--- src/spif_cfg_pkg.sv ---
package spif_cfg_pkg;

  // ========================================
  // cpu side sizes
  // ========================================
  localparam int WIDTH  = 24;                  // cpu data word
  localparam int ADDR_W = 15;                  // io address bits

  // ========================================
  // wishbone side sizes
  // ========================================
  localparam int WB_DATA_W = 32;               // bus data word
  localparam int XTRA_W    = WB_DATA_W - WIDTH; // bits above a cpu word

  // word types built on the sizes
  typedef logic [WIDTH-1:0]     word_t;        // cpu data word
  typedef logic [ADDR_W-1:0]    addr_t;        // cpu io address
  typedef logic [WB_DATA_W-1:0] wb_data_t;     // full bus word
  typedef logic [XTRA_W-1:0]    xtra_t;        // upper bus bits
  typedef logic [7:0]           byte_t;        // one uart byte

endpackage

--- src/spif_io_pkg.sv ---
package spif_io_pkg;

  typedef logic [3:0] reg_ofs_t;               // offset inside the internal page

  // ========================================
  // internal register map
  // ========================================
  localparam reg_ofs_t REG_UART    = 4'h0;     // tx byte out, rx byte in
  localparam reg_ofs_t REG_RXFULL  = 4'h1;     // rx buffer holds a byte
  localparam reg_ofs_t REG_TXBUSY  = 4'h2;     // tx path can't take a byte
  localparam reg_ofs_t REG_CYCLES  = 4'h6;     // free-running counter
  localparam reg_ofs_t REG_WBX     = 4'h7;     // upper wishbone bits
  localparam reg_ofs_t REG_PRODUCT = 4'hE;     // product id

  // everything from here up goes out on wishbone
  localparam spif_cfg_pkg::addr_t INTERNAL_LIMIT = 15'h0010;

  // ========================================
  // uart stream escape codes
  // ========================================
  localparam spif_cfg_pkg::byte_t ESC_BYTE = 8'h10; // escape prefix
  localparam logic [5:0] ESC_TOP6 = 6'b000100; // 10h..13h need escaping
  localparam logic [1:0] ESC_LIT  = 2'b00;     // prefix low bits, literal follows

  localparam logic [15:0] PRODUCT_ID = 16'h0001;

endpackage

--- src/uart_tx_escaper.sv ---
`timescale 1ns/1ps

module uart_tx_escaper (
  input  logic                clk,
  input  logic                arstn,
  input  logic                i_tx_valid,  // byte offered by the register block
  input  spif_cfg_pkg::byte_t i_tx_data,
  input  logic                i_u_ready,   // uart can take a byte
  output logic                o_tx_ready,
  output logic                o_u_wr,      // one-cycle transmit strobe
  output spif_cfg_pkg::byte_t o_u_dout
);

  logic       pend;                        // suffix byte still owed
  logic [1:0] low;                         // saved low bits for the suffix
  logic       esc_hit;                     // incoming byte is 10h..13h
  logic       take;                        // handshake completes this edge
  logic       suffix_go;                   // suffix goes out this edge

  assign esc_hit    = (i_tx_data[7:2] == spif_io_pkg::ESC_TOP6);
  assign o_tx_ready = i_u_ready & ~pend & ~o_u_wr; // no back-to-back strobes
  assign take       = i_tx_valid & o_tx_ready;
  assign suffix_go  = pend & i_u_ready & ~o_u_wr;

  always_ff @(posedge clk or negedge arstn) begin
    if (!arstn) begin
      o_u_wr <= 1'b0;
      pend   <= 1'b0;
    end else begin
      o_u_wr <= take | suffix_go;          // strobe lasts one cycle
      if (take)
        pend <= esc_hit;                   // escaped byte owes a suffix
      else if (suffix_go)
        pend <= 1'b0;
    end
  end

  always_ff @(posedge clk) begin
    if (take) begin
      low      <= i_tx_data[1:0];
      o_u_dout <= esc_hit ? spif_io_pkg::ESC_BYTE : i_tx_data; // prefix or plain
    end else if (suffix_go) begin
      o_u_dout <= {6'b000000, low};        // 00h..03h
    end
  end

endmodule

--- src/uart_rx_unescaper.sv ---
`timescale 1ns/1ps

module uart_rx_unescaper (
  input  logic                clk,
  input  logic                arstn,
  input  logic                i_u_full,    // uart holds a raw byte
  input  spif_cfg_pkg::byte_t i_u_din,
  input  logic                i_rx_ready,  // rx buffer empty
  output logic                o_u_rd,      // one-cycle take strobe
  output logic                o_rx_valid,  // decoded byte, same cycle as o_u_rd
  output spif_cfg_pkg::byte_t o_rx_data
);

  typedef enum logic {ST_IDLE, ST_ESC} st_t;

  st_t                 st, st_nxt;
  logic                rd_nxt;
  logic                vld_nxt;
  spif_cfg_pkg::byte_t data_nxt;

  // ========================================
  // decode the next raw byte
  // ========================================
  always_comb begin
    st_nxt   = st;
    rd_nxt   = 1'b0;
    vld_nxt  = 1'b0;
    data_nxt = i_u_din;
    if (i_u_full && !o_u_rd) begin         // skip cycle after a take
      if (st == ST_ESC) begin
        if (i_rx_ready) begin              // suffix waits for buffer space
          rd_nxt   = 1'b1;
          vld_nxt  = 1'b1;
          data_nxt = spif_io_pkg::ESC_BYTE | {6'b000000, i_u_din[1:0]};
          st_nxt   = ST_IDLE;
        end
      end else if (i_u_din[7:2] == spif_io_pkg::ESC_TOP6) begin
        rd_nxt = 1'b1;                     // 10h..13h always swallowed
        if (i_u_din[1:0] == spif_io_pkg::ESC_LIT)
          st_nxt = ST_ESC;                 // only 10h starts a literal
      end else if (i_rx_ready) begin
        rd_nxt  = 1'b1;                    // plain data byte
        vld_nxt = 1'b1;
      end
    end
  end

  always_ff @(posedge clk or negedge arstn) begin
    if (!arstn) begin
      st         <= ST_IDLE;
      o_u_rd     <= 1'b0;
      o_rx_valid <= 1'b0;
    end else begin
      st         <= st_nxt;
      o_u_rd     <= rd_nxt;
      o_rx_valid <= vld_nxt;
    end
  end

  always_ff @(posedge clk) begin
    if (vld_nxt)
      o_rx_data <= data_nxt;
  end

endmodule

--- src/wb_master_bridge.sv ---
`timescale 1ns/1ps

module wb_master_bridge (
  input  logic                   clk,
  input  logic                   arstn,
  input  logic                   i_req,    // external access from the cpu
  input  logic                   i_we,     // 1 = write
  input  spif_cfg_pkg::addr_t    i_addr,
  input  spif_cfg_pkg::word_t    i_din,
  input  spif_cfg_pkg::xtra_t    i_xo,     // upper outgoing bits
  input  spif_cfg_pkg::wb_data_t i_dat,    // slave read data
  input  logic                   i_ack,
  output logic                   o_busy,
  output spif_cfg_pkg::wb_data_t o_xi,     // last captured read word
  output spif_cfg_pkg::addr_t    o_adr,
  output spif_cfg_pkg::wb_data_t o_dat,
  output logic                   o_we,
  output logic                   o_stb
);

  logic start;                             // new cycle launched this edge

  assign start  = i_req & ~o_stb;          // one access outstanding at most
  assign o_busy = o_stb;

  // ========================================
  // strobe and read capture
  // ========================================
  always_ff @(posedge clk or negedge arstn) begin
    if (!arstn) begin
      o_stb <= 1'b0;
      o_we  <= 1'b0;
      o_xi  <= '0;
    end else if (o_stb) begin
      if (i_ack) begin                     // slave done
        o_stb <= 1'b0;
        if (!o_we)
          o_xi <= i_dat;                   // read data lands here
      end
    end else if (start) begin
      o_stb <= 1'b1;
      o_we  <= i_we;
    end
  end

  // address and write word, latched at launch
  always_ff @(posedge clk) begin
    if (start) begin
      o_adr <= i_addr;
      o_dat <= {i_xo, i_din};              // extra bits on top of cpu word
    end
  end

endmodule

--- src/io_regs.sv ---
`timescale 1ns/1ps

module io_regs (
  input  logic                   clk,
  input  logic                   arstn,
  input  logic                   i_io_rd,   // cpu io read strobe
  input  logic                   i_io_wr,   // cpu io write strobe
  input  spif_cfg_pkg::addr_t    i_mem_addr,
  input  spif_cfg_pkg::word_t    i_din,
  input  logic                   i_tx_ready,
  input  logic                   i_rx_valid,
  input  spif_cfg_pkg::byte_t    i_rx_data,
  input  logic                   i_wb_busy,
  input  spif_cfg_pkg::wb_data_t i_wb_xi,   // captured bus read word
  output spif_cfg_pkg::word_t    o_io_dout,
  output logic                   o_p_hold,  // cpu wait state
  output logic                   o_tx_valid,
  output spif_cfg_pkg::byte_t    o_tx_data,
  output logic                   o_rx_ready,
  output logic                   o_wb_req,
  output logic                   o_wb_we,
  output spif_cfg_pkg::xtra_t    o_wb_xo,
  output logic                   o_urxirq   // rx byte arrived
);

  spif_io_pkg::reg_ofs_t ofs;               // offset in the internal page
  logic                  internal;          // below 10h
  logic                  uart_wr;           // cpu writing the uart register
  logic                  rd_go;             // internal read completes
  logic                  wr_go;             // internal write completes
  logic                  rx_take;           // decoded byte enters buffer
  spif_cfg_pkg::byte_t   rx_byte;           // rx buffer
  logic                  rx_full;
  logic                  rx_full_d;         // for the irq edge
  spif_cfg_pkg::xtra_t   wbxo;              // upper outgoing bus bits
  spif_cfg_pkg::word_t   cycles;            // free-running
  spif_cfg_pkg::word_t   reg_dout;          // internal read mux

  assign ofs      = i_mem_addr[3:0];
  assign internal = (i_mem_addr < spif_io_pkg::INTERNAL_LIMIT);
  assign rd_go    = i_io_rd & internal & ~o_p_hold;
  assign wr_go    = i_io_wr & internal & ~o_p_hold;

  // ========================================
  // wait states and block handoff
  // ========================================
  assign uart_wr    = i_io_wr & internal & (ofs == spif_io_pkg::REG_UART);
  assign o_tx_valid = uart_wr & ~i_wb_busy;  // hold stays up while bus busy
  assign o_tx_data  = i_din[7:0];
  assign o_p_hold   = (uart_wr & ~i_tx_ready) | i_wb_busy;
  assign o_wb_req   = ~internal & (i_io_rd | i_io_wr) & ~o_p_hold;
  assign o_wb_we    = i_io_wr;
  assign o_wb_xo    = wbxo;

  assign rx_take    = i_rx_valid & o_rx_ready;
  assign o_rx_ready = ~rx_full;
  assign o_urxirq   = rx_full & ~rx_full_d;   // one cycle after the flag rises

  always_ff @(posedge clk or negedge arstn) begin
    if (!arstn) begin
      rx_full   <= 1'b0;
      rx_full_d <= 1'b0;
      wbxo      <= '0;
      cycles    <= '0;
    end else begin
      rx_full_d <= rx_full;
      cycles    <= cycles + 1'b1;
      if (rd_go && ofs == spif_io_pkg::REG_UART)
        rx_full <= 1'b0;                    // reading the byte frees the buffer
      if (rx_take)
        rx_full <= 1'b1;
      if (wr_go && ofs == spif_io_pkg::REG_WBX)
        wbxo <= i_din[spif_cfg_pkg::XTRA_W-1:0];
    end
  end

  always_ff @(posedge clk) begin
    if (rx_take)
      rx_byte <= i_rx_data;
  end

  // ========================================
  // read mux
  // ========================================
  always_comb begin
    case (ofs)
      spif_io_pkg::REG_UART:    reg_dout = spif_cfg_pkg::word_t'(rx_byte);
      spif_io_pkg::REG_RXFULL:  reg_dout = spif_cfg_pkg::word_t'(rx_full);
      spif_io_pkg::REG_TXBUSY:  reg_dout = spif_cfg_pkg::word_t'(~i_tx_ready);
      spif_io_pkg::REG_CYCLES:  reg_dout = cycles;
      spif_io_pkg::REG_WBX:
        reg_dout = spif_cfg_pkg::word_t'(i_wb_xi[spif_cfg_pkg::WB_DATA_W-1:spif_cfg_pkg::WIDTH]);
      spif_io_pkg::REG_PRODUCT: reg_dout = spif_cfg_pkg::word_t'(spif_io_pkg::PRODUCT_ID);
      default:                  reg_dout = '0;
    endcase
  end

  // external reads return the low part of the captured bus word
  assign o_io_dout = internal ? reg_dout : i_wb_xi[spif_cfg_pkg::WIDTH-1:0];

endmodule

--- src/spif_io_top.sv ---
`timescale 1ns/1ps

module spif_io_top (
  input  logic                   clk,
  input  logic                   arstn,
  // cpu side
  input  logic                   i_io_rd,
  input  logic                   i_io_wr,
  input  spif_cfg_pkg::addr_t    i_mem_addr,
  input  spif_cfg_pkg::word_t    i_din,
  output spif_cfg_pkg::word_t    o_io_dout,
  output logic                   o_p_hold,
  // uart
  input  logic                   i_u_ready,
  output logic                   o_u_wr,
  output spif_cfg_pkg::byte_t    o_u_dout,
  input  logic                   i_u_full,
  output logic                   o_u_rd,
  input  spif_cfg_pkg::byte_t    i_u_din,
  // wishbone master
  output spif_cfg_pkg::addr_t    o_adr,
  output spif_cfg_pkg::wb_data_t o_dat,
  input  spif_cfg_pkg::wb_data_t i_dat,
  output logic                   o_we,
  output logic                   o_stb,
  input  logic                   i_ack,
  output logic                   o_urxirq
);

  logic                   tx_valid, tx_ready;
  spif_cfg_pkg::byte_t    tx_data;
  logic                   rx_valid, rx_ready;
  spif_cfg_pkg::byte_t    rx_data;
  logic                   wb_req, wb_we, wb_busy;
  spif_cfg_pkg::xtra_t    wb_xo;
  spif_cfg_pkg::wb_data_t wb_xi;

  io_regs u_regs (
    .clk(clk), .arstn(arstn), .i_io_rd(i_io_rd), .i_io_wr(i_io_wr),
    .i_mem_addr(i_mem_addr), .i_din(i_din), .i_tx_ready(tx_ready),
    .i_rx_valid(rx_valid), .i_rx_data(rx_data), .i_wb_busy(wb_busy), .i_wb_xi(wb_xi),
    .o_io_dout(o_io_dout), .o_p_hold(o_p_hold), .o_tx_valid(tx_valid),
    .o_tx_data(tx_data), .o_rx_ready(rx_ready), .o_wb_req(wb_req), .o_wb_we(wb_we),
    .o_wb_xo(wb_xo), .o_urxirq(o_urxirq)
  );

  uart_tx_escaper u_tx (                    // cpu bytes out to the uart
    .clk(clk), .arstn(arstn), .i_tx_valid(tx_valid), .i_tx_data(tx_data),
    .i_u_ready(i_u_ready), .o_tx_ready(tx_ready), .o_u_wr(o_u_wr), .o_u_dout(o_u_dout)
  );

  uart_rx_unescaper u_rx (                  // raw uart bytes in
    .clk(clk), .arstn(arstn), .i_u_full(i_u_full), .i_u_din(i_u_din),
    .i_rx_ready(rx_ready), .o_u_rd(o_u_rd), .o_rx_valid(rx_valid), .o_rx_data(rx_data)
  );

  wb_master_bridge u_wb (                   // io above 0x000f
    .clk(clk), .arstn(arstn), .i_req(wb_req), .i_we(wb_we), .i_addr(i_mem_addr),
    .i_din(i_din), .i_xo(wb_xo), .i_dat(i_dat), .i_ack(i_ack), .o_busy(wb_busy),
    .o_xi(wb_xi), .o_adr(o_adr), .o_dat(o_dat), .o_we(o_we), .o_stb(o_stb)
  );

endmodule

--- config.mk ---
export PLATFORM = sky130hd
export DESIGN_NAME = spif_io_top
export DESIGN_NICKNAME = d
export VERILOG_FILES = /design/src/spif_cfg_pkg.sv /design/src/spif_io_pkg.sv /design/src/uart_tx_escaper.sv /design/src/uart_rx_unescaper.sv /design/src/wb_master_bridge.sv /design/src/io_regs.sv /design/src/spif_io_top.sv
export SDC_FILE = /design/constraint.sdc
export NUM_CORES = 1
export LEC_CHECK = 0
export ABC_AREA = 1
export ABC_CLOCK_PERIOD_IN_PS = 3200
export BUFFER_PORTS_ARGS = -buffer_cell sky130_fd_sc_hd__buf_2
export CAP_MARGIN = 20
export CORE_ASPECT_RATIO = 1.1
export CORE_UTILIZATION = 45
export DETAILED_ROUTE_END_ITERATION = 10
export PLACE_DENSITY = 0.74
export SLEW_MARGIN = 25
export SYNTH_ARGS = -nofsm -noshare
export SYNTH_HDL_FRONTEND = slang
export SYNTH_SLANG_ARGS = --single-unit
--- constraint.sdc ---
create_clock -name clk -period 3.2 [get_ports clk]
set_input_delay 0.32 -clock clk [delete_from_list [all_inputs] [get_ports clk]]
set_output_delay 0.32 -clock clk [all_outputs]
set_load 0.005 [all_outputs]
# Word-level counts from Yosys, hierarchy flattened
# Cells that the tools add are included.
# totals
regBits	146
in_bits	86
output_inout_bits	85
word_cells	93
# classes
n_addsub	1
order_cmp	1
eq_ne	7
n_mux	26
bitwise_logic	30
n_reduce_logical	10
# ops
cell	n
$pmux 24 s6	1
$mux 8	6
$add 24x1->24 const B	1
$mux 24	1
$not 1->24	1
$mux 1	18
$and 1x1->1	17
$lt 15x5->1 const B	1
$eq 6x3->1 const B	2
$not 1->1	9
$eq 4x3->1 const B	2
$eq 4x1->1 const B	1
$eq 4x2->1 const B	1
$eq 4x4->1 const B	1
$logic_not 4->1	1
$reduce_bool 2->1	2
$logic_and 1x1->1	3
$or 1x1->1	3
$reduce_and 3->1	1
$logic_not 2->1	1
$reduce_and 2->1	1
$logic_not 1->1	1

# Depth between registers and ports, before layout
# Gate-level depths: netlist of the first run.
# logic_depth
depth_word	11
depth_mapped	9
ltp_nobuf	9

# Modules after synthesis
# A second synthesis of the first run with hierarchy kept.
# unflattened
hier_cells	611
hier_area_um2	6383.6
# by_module_without_submodules
mod	instances	cells_per_inst	area_per_inst_um2	seq_area_each_um2
wb_master_bridge	1	201	2871.5	2262.2
io_regs	1	321	2523.7	1091.0
uart_tx_escaper	1	46	525.5	350.3
uart_rx_unescaper	1	43	462.9	315.3

# Least setup slack after synthesis of the first run
# Ideal clock, no wire load.
# synth_path
path_type	register -> register
start	reg u_tx.o_u_wr
end	reg u_wb.o_adr[0], enable pin
setup_ps	401
t_arrival_ps	1915
t_required_ps	2799
slack_ps	884
path_stages_with_launch	8
n_path_buf	0
synth_period_minus_slack_ps	2316
path_cell_list	dfrtp_1 inv_1 nand2_1 nor2_1 inv_1 nand2_1 nand3_1 inv_1
# synth_between
elab_chain_len	8
# synth_lines
item	line_no	source
start, declared	uart_tx_escaper.sv:10	output logic o_u_wr,
start signal, assigned	uart_tx_escaper.sv:30	o_u_wr <= take | suffix_go;
$not 1->1	uart_tx_escaper.sv:21	assign o_tx_ready = i_u_ready & ~pend & ~o_u_wr;
$and 1x1->1	uart_tx_escaper.sv:21	
$not 1->1	io_regs.sv:50	assign o_p_hold = (uart_wr & ~i_tx_ready) | i_wb_busy;
$and 1x1->1	io_regs.sv:50	
$or 1x1->1	io_regs.sv:50	
$not 1->1	io_regs.sv:51	assign o_wb_req = ~internal & (i_io_rd | i_io_wr) & ~o_p_hold;
$and 1x1->1	io_regs.sv:51	
$and 1x1->1	wb_master_bridge.sv:23	assign start = i_req & ~o_stb;
via u_wb.start	wb_master_bridge.sv:21	logic start;
end signal, assigned	wb_master_bridge.sv:49	o_adr <= i_addr;
end, declared	wb_master_bridge.sv:15	output spif_cfg_pkg::addr_t o_adr,
# The timed path passes the listed nets, and every way through them passes these cells.
# A chain may end at the register's enable or synchronous reset.

# Final worst setup path of the first run
# layout_path
start	reg u_tx.o_u_wr
end	reg u_wb.o_adr[2], enable pin
# The elaborated chain is that of the path after synthesis.

==> flow_summary_export.csv, run 1 <==
group,metric,value,unit
hold_path,min_from,"i_din[17]",
floorplan,die-area,13700,um^2
floorplan,die_w,112,um
route,first_iter_violations,302,
cells_and_area,final_nets,773,
hold_path,hp-class,"input port to flip-flop",
setup_path,start_kind,"flip-flop",
timing,setup_viol,0,
synth,synthCells,506,
place,place_hpwl,9390,um
setup_path,critical-path-max-stage-delay,0.74,ns
timing,finalCriticalPeriod,2.32,ns
pwr,power_leakage,0.00356,uW
route,viasPerCell,5.05,
clock_tree,post_cts_resized,0,
global_route,grt_max_degree,74,
synth,synth.area.mux_share,0.0606,
global_route,grt_overflow,0,
route,drc,15,
global_route,track_usage,0.194,
setup_path,worst_ep_required_time,3.25,ns
pwr,pwr_density_cell,716,nW/um^2
cells_and_area,diodes,0,
cells_and_area,area_delta_synth_final,28.0,%
route,totalWireLength,12900,um
synth,yosys.area_share.simple,0.154,
setup_path,crit_chain,"inv_1 -> nand2_1 -> nor2_1 -> inv_1 -> nand2_1 -> buf_4 -> nand3_1 -> inv_2",
pwr,ir_drop,0.401,mV
outcome,violations,"design-rule violations",
setup_path,r2r_end,"u_wb.o_adr[2]",
floorplan,floorplan.initialDensity,0.466,
timing,finalHoldViolations,0,
synth,netlist-cell-type-count,31,
clock_tree,cts_buffers,17,
setup_path,cp-end-kind,"flip-flop",
synth,ys_ff_latch,146,
cells_and_area,drive_above_1_share,0.363,
run,max-cap-violations,0,
timing,fin_tns_setup,0,ns
clock_tree,clk_latency,0.43,ns
place,portBuffers,170,
synth,async_reset_ff_frac,0.500,
route,drt-pass1-iter-count,8,
hold_path,min_path_cells,1,
hold_path,hold-path-endpoint,"u_wb.o_dat[17]",
floorplan,chipHeight,123,um
synth,synth-xor-area-share,0.0309,
route,antenna_left,0,
global_route,grt_util_met2,0.324,
timing,finalCritPeriodShare,0.726,
clock_tree,clockBufferDepth,2,
timing,fmax,0.431,GHz
synth,synth-compound-area-share,0.0423,
global_route,met3_usage,0.0494,
timing,slew-limit-headroom,0.360,
global_route,grt_pass1_vias,4214,
global_route,antenna_found_initial,0,
synth,yosysWarnings,0,
clock_tree,cts_tree,"done",
synth,synth_top_area_frac,0.369,
global_route,grt_pass1_wl,20100,um
synth,synth_top_family_by_area,"simple AND/OR/NAND/NOR gates",
floorplan,io_pins,171,
synth,synthAdderAreaFrac,0.00210,
setup_path,rr_startpoint,"u_tx.o_u_wr",
setup_path,critPathTopFamily,"buffers and inverters",
clock_tree,clk_pin_slew,0.07,ns
clock_tree,cts_root_buffer,"clkbuf_16",
clock_tree,cts_num_sinks,146,
synth,synthFlopType,"edfxtp_1",
cells_and_area,mostFrequentLayoutCells,"buf_2, nand2_1, dfrtp_1, edfxtp_1, nor2_1",
setup_path,crit_type,"flip-flop to flip-flop",
route,wl_per_cell,15.1,um
synth,synth_area_per_cell,11.8,um^2
place,gp_congestion,0.813,
outcome,status,"complete, but fails checks",
synth,synthTopCellsByArea,"edfxtp_1, dfrtp_1, nand2_1",
synth,synth_edf_count,73,
route,num_vias,4322,
setup_path,critPathMaxFanout,47,
setup_path,reg2reg_slack,0.88,ns
setup_path,path_buf_inv,4,
setup_path,crit_slowest_cell,"inv_2",
timing,slew_violations,0,
floorplan,core_region_area,12800,um^2
timing,fin_skew,0.00973,ns
clock_tree,cts_htree_levels,4,
cells_and_area,mostFrequentLayoutCell,"buf_2",
timing,rsz0062_at_grt,"no",
floorplan,rows,43,
global_route,met1_usage,0.240,
setup_path,rr_worst_depth,8,
synth,synth_area,5950,um^2
pwr,power.total,5450,uW
timing,worst_slew_pin_slew,0.958,ns
synth,synth_nets,593,
setup_path,cp.arrival,2.37,ns
synth,ys_seq_area_frac,0.676,
global_route,busiest_layer,"met2",
synth,synth_top_area_cell,"edfxtp_1",
metrics by stage:
step / cell area (um^2) / setup WS [ns] / hold slack, ns / instances / util
5_1_grt: 7610 / 0.657 / 0.0509 / 856 / 0.597
3_5_place_dp: 6970 / 0.823 / 0.390 / 823 / 0.546
2_1_floorplan: 5950 / 0.884 / 0.0244 / 506 / -
4_1_cts: 7600 / 0.865 / 0.0534 / 855 / 0.596
3_3_place_gp: 6970 / 0.923 / 0.386 / 823 / 0.546
6_report: 7610 / 0.878 / 0.0624 / 856 / 0.597
worst max-delay path by stage:
stage,endpoint,start,depth (start not counted)
finish,u_wb.o_adr[2],u_tx.o_u_wr,8
global route,u_wb.o_adr[0],u_tx.o_u_wr,8
CTS,u_wb.o_dat[10],u_tx.o_u_wr,8
detailed placement,u_wb.o_dat[18],i_mem_addr[13],9
global placement,u_wb.o_dat[17],i_mem_addr[13],9
floorplan,u_wb.o_adr[0],u_tx.o_u_wr,7
flip-flops by register name, summed over array words and instances, names as in the netlist, 2 cells and up:
register	flops
u_regs.rx_byte	8
u_wb.o_dat	32
u_tx.o_u_dout	8
u_tx.low	2
u_regs.cycles	24
u_wb.o_adr	15
u_regs.o_wb_xo	8
u_wb.o_xi	32
u_rx.o_rx_data	8
where the power goes:
part	internal (uW)	switching, uW	leakage, uW
clock network	1270	858	0.000309
registers	2300	138	0.00162
logic	451	440	0.00163
layer usage:
metal | vias up | routed length, um
met1 | 2056 | 5490
met3 | 19 | 786
met5 | - | 0
li1 | 2089 | -
met4 | 0 | 261
met2 | 158 | 6380
layout make-up:
type                            count  area (um^2)
Clock buffer                       17          425
Clock inverter                     15          206
Fill cell                        1053         5140
Inverter                           38          143
Multi-Input combinational cell    308         1730
Sequential cell                   146         4020
Tap cell                          157          196
Timing Repair Buffer              175          897
cells by family after synthesis:
logic type / after synthesis
DFF: 146
AOI/OAI and AO/OA: 49
buffers and inverters: 52
xor gates and xnor gates: 21
muxes: 32
and+or+nand+nor: 205
adders and majority gates: 1
what timing repair did:
item	4_1_cts	5_1_grt
buffers inserted	0	0
setup endpoints to repair	0	0
hold buffers	0	1
hold endpoints to repair	0	73
synthesized netlist by cell type (9+ instances only):
| library cell | number |
|---|---|
| nand2_1 | 110 |
| xnor2_1 | 9 |
| a21oi_1 | 25 |
| o21ai_0 | 20 |
| xor2_1 | 12 |
| nand4_1 | 15 |
| nor2_1 | 39 |
| clkbuf_1 | 9 |
| inv_1 | 32 |
| dfrtp_1 | 73 |
| edfxtp_1 | 73 |
| mux2_2 | 32 |
| nand3_1 | 23 |
No activity file was read; power rests on OpenSTA's default activity.
==> inputs of run 2 (changes only) <==
- ABC_CLOCK_PERIOD_IN_PS: 3200 -> 2100
- PLACE_DENSITY: 0.74 -> 0.76
- clock period: 3.2 -> 2.1 ns (I/O delays scaled with it)
==> run 2 against run 1 <==
Compared with the run above: the run still ends with design-rule violations left; die area unchanged; critical path depth unchanged; flip-flop and latch count stayed put; non-clock buffer count up 42; clock skew is 0.0034 ns lower; critical path type is now flip-flop to primary output; critical endpoint is now o_p_hold; largest power group unchanged; highest routed layer unchanged.
==> flow_summary_export.csv, run 2 (synthesis gave the netlist of run 1 again) <==
group,metric,value,unit
outcome,status,"complete, but fails checks",
outcome,violations,"design-rule violations",
route,totalWireLength,14200,um
run,max-cap-violations,0,
route,antenna_left,0,
cells_and_area,area_delta_synth_final,34.8,%
pwr,power_frac_comb,0.179,
timing,finalHoldViolations,0,
timing,finalCriticalPeriod,1.99,ns
clock_tree,clk_latency,0.42,ns
place,gp_congestion,0.818,
pwr,switching_share,0.268,
global_route,grt_pass1_vias,4685,
global_route,grt_overflow,0,
cells_and_area,final_nets,815,
global_route,track_usage,0.217,
hold_path,min_path_cells,2,
pwr,pwr_density_cell,1020,nW/um^2
pwr,power_leakage,0.00373,uW
cells_and_area,mostFrequentLayoutCell,"buf_2",
setup_path,cp.arrival,1.78,ns
timing,setup_viol,0,
clock_tree,cts_num_sinks,146,
clock_tree,cts_root_buffer,"clkbuf_16",
setup_path,rr_worst_depth,8,
cells_and_area,mostFrequentLayoutCells,"buf_2, nand2_1, dfrtp_1, edfxtp_1, nor2_1",
global_route,met1_usage,0.233,
timing,worst_slew_pin_slew,0.542,ns
global_route,grt_pass1_wl,22400,um
setup_path,critPathMaxFanout,12,
floorplan,die-area,13700,um^2
route,num_vias,4553,
clock_tree,clockBufferDepth,2,
setup_path,start_kind,"flip-flop",
timing,rsz0062_at_grt,"no",
clock_tree,cts_tree,"done",
setup_path,cp-end-kind,"primary output",
timing,finalCritPeriodShare,0.950,
clock_tree,cts_buffers,17,
pwr,power.total,8190,uW
pwr,p_clk_frac,0.368,
route,drc,13,
floorplan,chipHeight,123,um
route,drt-pass1-iter-count,8,
setup_path,crit_type,"flip-flop to primary output",
timing,finalWorstSetupSlack,0.106,ns
floorplan,die_w,112,um
timing,slew-limit-headroom,0.639,
pwr,switchingPower,2200,uW
floorplan,core_region_area,12800,um^2
floorplan,floorplan.initialDensity,0.466,
global_route,antenna_found_initial,0,
hold_path,hp-class,"input port to flip-flop",
setup_path,reg2reg_slack,0.36,ns
clock_tree,cts_htree_levels,4,
place,preCtsSetupSlack,0.316,ns
clock_tree,clk_pin_slew,0.06,ns
cells_and_area,reg_top3,"u_wb.o_dat: 32 flops, u_wb.o_xi: 32 flops, u_regs.cycles: 24 flops",
timing,fin_tns_setup,0,ns
route,wl_per_cell,15.8,um
pwr,ir_drop,0.826,mV
timing,fin_skew,0.00631,ns
floorplan,io_pins,171,
place,portBuffers,170,
global_route,met3_usage,0.0543,
route,first_iter_violations,265,
setup_path,worst_ep_required_time,1.89,ns
cells_and_area,diodes,0,
place,place_hpwl,9650,um
pwr,p_int,6000,uW
global_route,busiest_layer,"met2",
pwr,seq_power_share,0.453,
global_route,grt_max_degree,48,
timing,slew_violations,0,
cells_and_area,drive_above_1_share,0.352,
route,viasPerCell,5.07,
timing,fmax,0.501,GHz
global_route,grt_util_met2,0.405,
floorplan,rows,43,
==> run 2: final cells by class <==
type,count,area [um^2]
Clock buffer,18,439
Clock inverter,14,158
Fill cell,940,4740
Inverter,38,146
Multi-Input combinational cell,308,1730
Sequential cell,146,4020
Tap cell,157,196
Timing Repair Buffer,217,1320
==> run 2: power groups by stage <==
stage | sequential [uW] | combinational (uW) | clock [uW]
final | 3710 | 1460 | 3020
after global routing | 3760 | 1590 | 3180
after CTS | 3700 | 1460 | 3060
after detailed placement | 3760 | 1400 | 0
after global placement | 3730 | 1360 | 0
after floorplan | 3720 | 725 | 0
==> run 2: repair_timing <==
action                                 in CTS  in global routing
buffers inserted                            0                  0
hold buffers                               37                  0
resized for setup                           0                  0
endpoints found under the hold margin      74                  0
==> run 2: final timing paths <==
path	to	startpoint
max in group asynchronous	u_wb.o_xi[24]	arstn
min reg2reg	u_regs.rx_full_d	u_regs.rx_full
max	o_p_hold	u_tx.o_u_wr
min	u_wb.o_xi[20]	i_dat[20]
max reg2reg	u_wb.o_adr[11]	u_tx.o_u_wr
min in group asynchronous	u_wb.o_xi[20]	arstn
==> run 2: per-stage QoR <==
stage               cells  utilization  cell area [um^2]  hold slack (ns)
floorplan             506            -              5950          -0.0856
global placement      829        0.553              7050            0.222
detailed placement    829        0.553              7050            0.228
CTS                   898        0.628              8010          0.00161
global route          898        0.628              8010          0.00640
finish                898        0.628              8010           0.0209
==> run 2: critical path, cell delays in order (launching register included) <==
cell	delay (ns)
dfrtp_1	0.38
inv_1	0.08
nand2_1	0.07
nor2_1	0.25
inv_1	0.07
nand2_1	0.10
buf_4	0.20
nand2_1	0.09
buf_2	0.13
==> run 2: metal layers <==
| metal | wire length (um) | share of wire |
|---|---|---|
| met5 | 0 | 0 |
| met4 | 309 | 0.022 |
| met3 | 701 | 0.049 |
| met2 | 7760 | 0.55 |
| met1 | 5460 | 0.38 |
==> inputs of run 3 (changes only) <==
- PLACE_DENSITY: 0.76 -> 0.72
==> run 3 against run 2 <==
Compared with the run above: highest routed layer unchanged; count of clock-buffer cells in the layout is 2 higher; the run still ends with design-rule violations left; first-iteration DRC count is 9.4% lower; non-clock buffer count is 5 lower; clock skew hardly changed; final area is 0.62% lower; final cell count is 0.56% lower; worst hold slack better by 0.0037 ns; largest cell class unchanged; global-route usage is 1.3 points lower; die area stayed put; via count is 2.5% lower; critical path depth stayed put.
==> flow_summary_export.csv, run 3 (synthesis gave the netlist of run 1 again) <==
group,metric,value,unit
outcome,violations,"design-rule violations",
floorplan,floorplan.initialDensity,0.466,
outcome,status,"complete, but fails checks",
route,totalWireLength,13300,um
global_route,grt_max_degree,74,
timing,fin_skew,0.00588,ns
cells_and_area,final_nets,810,
pwr,ir_drop,0.694,mV
route,num_vias,4441,
route,drt-pass1-iter-count,8,
timing,rsz0062_at_grt,"no",
route,viasPerCell,4.97,
timing,whs,0.0246,ns
cells_and_area,fillers,997,
timing,slew-limit-headroom,0.712,
hold_path,hp-class,"input port to flip-flop",
setup_path,rr_worst_depth,7,
cells_and_area,final_area,7960,um^2
setup_path,crit_type,"flip-flop to primary output",
cells_and_area,diodes,0,
pwr,power_leakage,0.00370,uW
floorplan,io_pins,171,
clock_tree,cts_root_buffer,"clkbuf_16",
clock_tree,cts_num_sinks,146,
timing,finalCritPeriodShare,0.914,
global_route,grt_pass1_wl,21200,um
place,place_hpwl,9540,um
clock_tree,cts_buffers,17,
clock_tree,cts_tree,"done",
setup_path,cp.arrival,1.71,ns
clock_tree,cts_htree_levels,4,
global_route,grt_pass1_vias,4418,
floorplan,core_region_area,12800,um^2
cells_and_area,reg_top3,"u_wb.o_dat: 32 flops, u_wb.o_xi: 32 flops, u_regs.cycles: 24 flops",
cells_and_area,drive_above_1_share,0.351,
floorplan,rows,43,
timing,setup_viol,0,
global_route,busiest_layer,"met2",
setup_path,cp-end-kind,"primary output",
clock_tree,clk_latency,0.41,ns
global_route,antenna_found_initial,0,
run,max-cap-violations,0,
route,antenna_left,0,
timing,finalHoldViolations,0,
route,drc,12,
global_route,met3_usage,0.0454,
timing,worst_slew_pin_slew,0.432,ns
global_route,met1_usage,0.243,
global_route,grt_util_met2,0.361,
hold_path,min_path_cells,1,
clock_tree,clk_pin_slew,0.06,ns
timing,fin_tns_setup,0,ns
hold_path,min_from,"i_din[2]",
setup_path,worst_ep_required_time,1.89,ns
floorplan,die_w,112,um
place,portBuffers,170,
clock_tree,clockBufferDepth,2,
timing,fmax,0.521,GHz
place,place_area,7040,um^2
timing,finalCriticalPeriod,1.92,ns
floorplan,die-area,13700,um^2
global_route,grt_overflow,0,
setup_path,rr_startpoint,"u_regs.cycles[0]",
route,first_iter_violations,240,
setup_path,r2r_end,"u_regs.cycles[22]",
pwr,pwr_density_cell,1020,nW/um^2
cells_and_area,mostFrequentLayoutCell,"buf_2",
cells_and_area,finalNonFillerCells,893,
place,placed_cells,829,
place,gp_congestion,0.820,
global_route,track_usage,0.205,
floorplan,chipHeight,123,um
cells_and_area,mostFrequentLayoutCells,"buf_2, nand2_1, dfrtp_1, edfxtp_1, nor2_1",
hold_path,hold-path-endpoint,"u_wb.o_dat[2]",
setup_path,start_kind,"flip-flop",
setup_path,critPathMaxFanout,12,
timing,slew_violations,0,
cells_and_area,area_delta_synth_final,33.9,%
route,wl_per_cell,14.9,um
setup_path,reg2reg_slack,0.40,ns
-- run 3: changes by cell type in the layout (fill, tap and decap cells not counted), sizes merged --
cell         before  now
clkbuf           18   20
clkinv            2    8
bufinv            1    3
inv              47   36
dlygate4sd3      37   32
clkinvlp          2    3
-- run 3: area by class of cell --
cell class,count,area [um^2],share of cell area
Timing Repair Buffer,212,1270,0.160
Multi-Input combinational cell,308,1730,0.217
Tap cell,157,196,0.0247
Clock buffer,20,437,0.0548
Inverter,38,146,0.0184
Clock inverter,12,163,0.0204
Sequential cell,146,4020,0.505
-- run 3: where the power goes --
| part | switching, uW | total (uW) | leakage, uW | internal [uW] |
|---|---|---|---|---|
| sequential | 200 | 3700 | 0.00162 | 3500 |
| combinational | 670 | 1430 | 0.00179 | 758 |
| clock | 1140 | 3010 | 0.000284 | 1880 |
| total | 2010 | 8140 | 0.00370 | 6140 |
-- run 3: metrics by stage --
step,utilization,total power [uW],worst slack (ns)
after floorplan,-,4450,0.0492
after global placement,0.552,5100,0.291
after detailed placement,0.552,5150,0.132
after CTS,0.624,8210,0.160
after global routing,0.624,8510,0.0163
final,0.624,8140,0.182
-- run 3: worst max path at each step --
stage / slack, ns / depth (start not counted) / startpoint / end
final: 0.18 / 8 / u_tx.o_u_wr / o_p_hold
after global routing: 0.02 / 8 / u_tx.o_u_wr / o_p_hold
after CTS: 0.16 / 8 / u_tx.o_u_wr / o_p_hold
after detailed placement: 0.13 / 8 / i_mem_addr[14] / u_tx.o_u_dout[2]
after global placement: 0.29 / 8 / i_mem_addr[9] / u_tx.o_u_dout[5]
after floorplan: 0.05 / 8 / i_mem_addr[6] / u_wb.o_adr[0]
-- run 3: critical path, cell delays in order, from the launching register on --
cell     delay [ns]
dfrtp_1        0.39
inv_1          0.08
nand2_1        0.06
nor2_1         0.21
inv_1          0.06
nand2_1        0.10
buf_4          0.19
nand2_1        0.07
buf_2          0.13
-- run 3: routing by layer --
layer / vias to the layer above / part of all wire / wire length, um
li1: 2158 / - / -
met1: 2143 / 0.41 / 5490
met2: 124 / 0.52 / 6920
met3: 16 / 0.048 / 635
met4: 0 / 0.018 / 237
met5: - / 0 / 0
-- run 3: what timing repair did --
item | 4_1_cts | 5_1_grt
hold endpoints to repair | 104 | 0
gates resized for setup | 0 | 0
hold buffers | 32 | 0
buffers inserted | 0 | 0
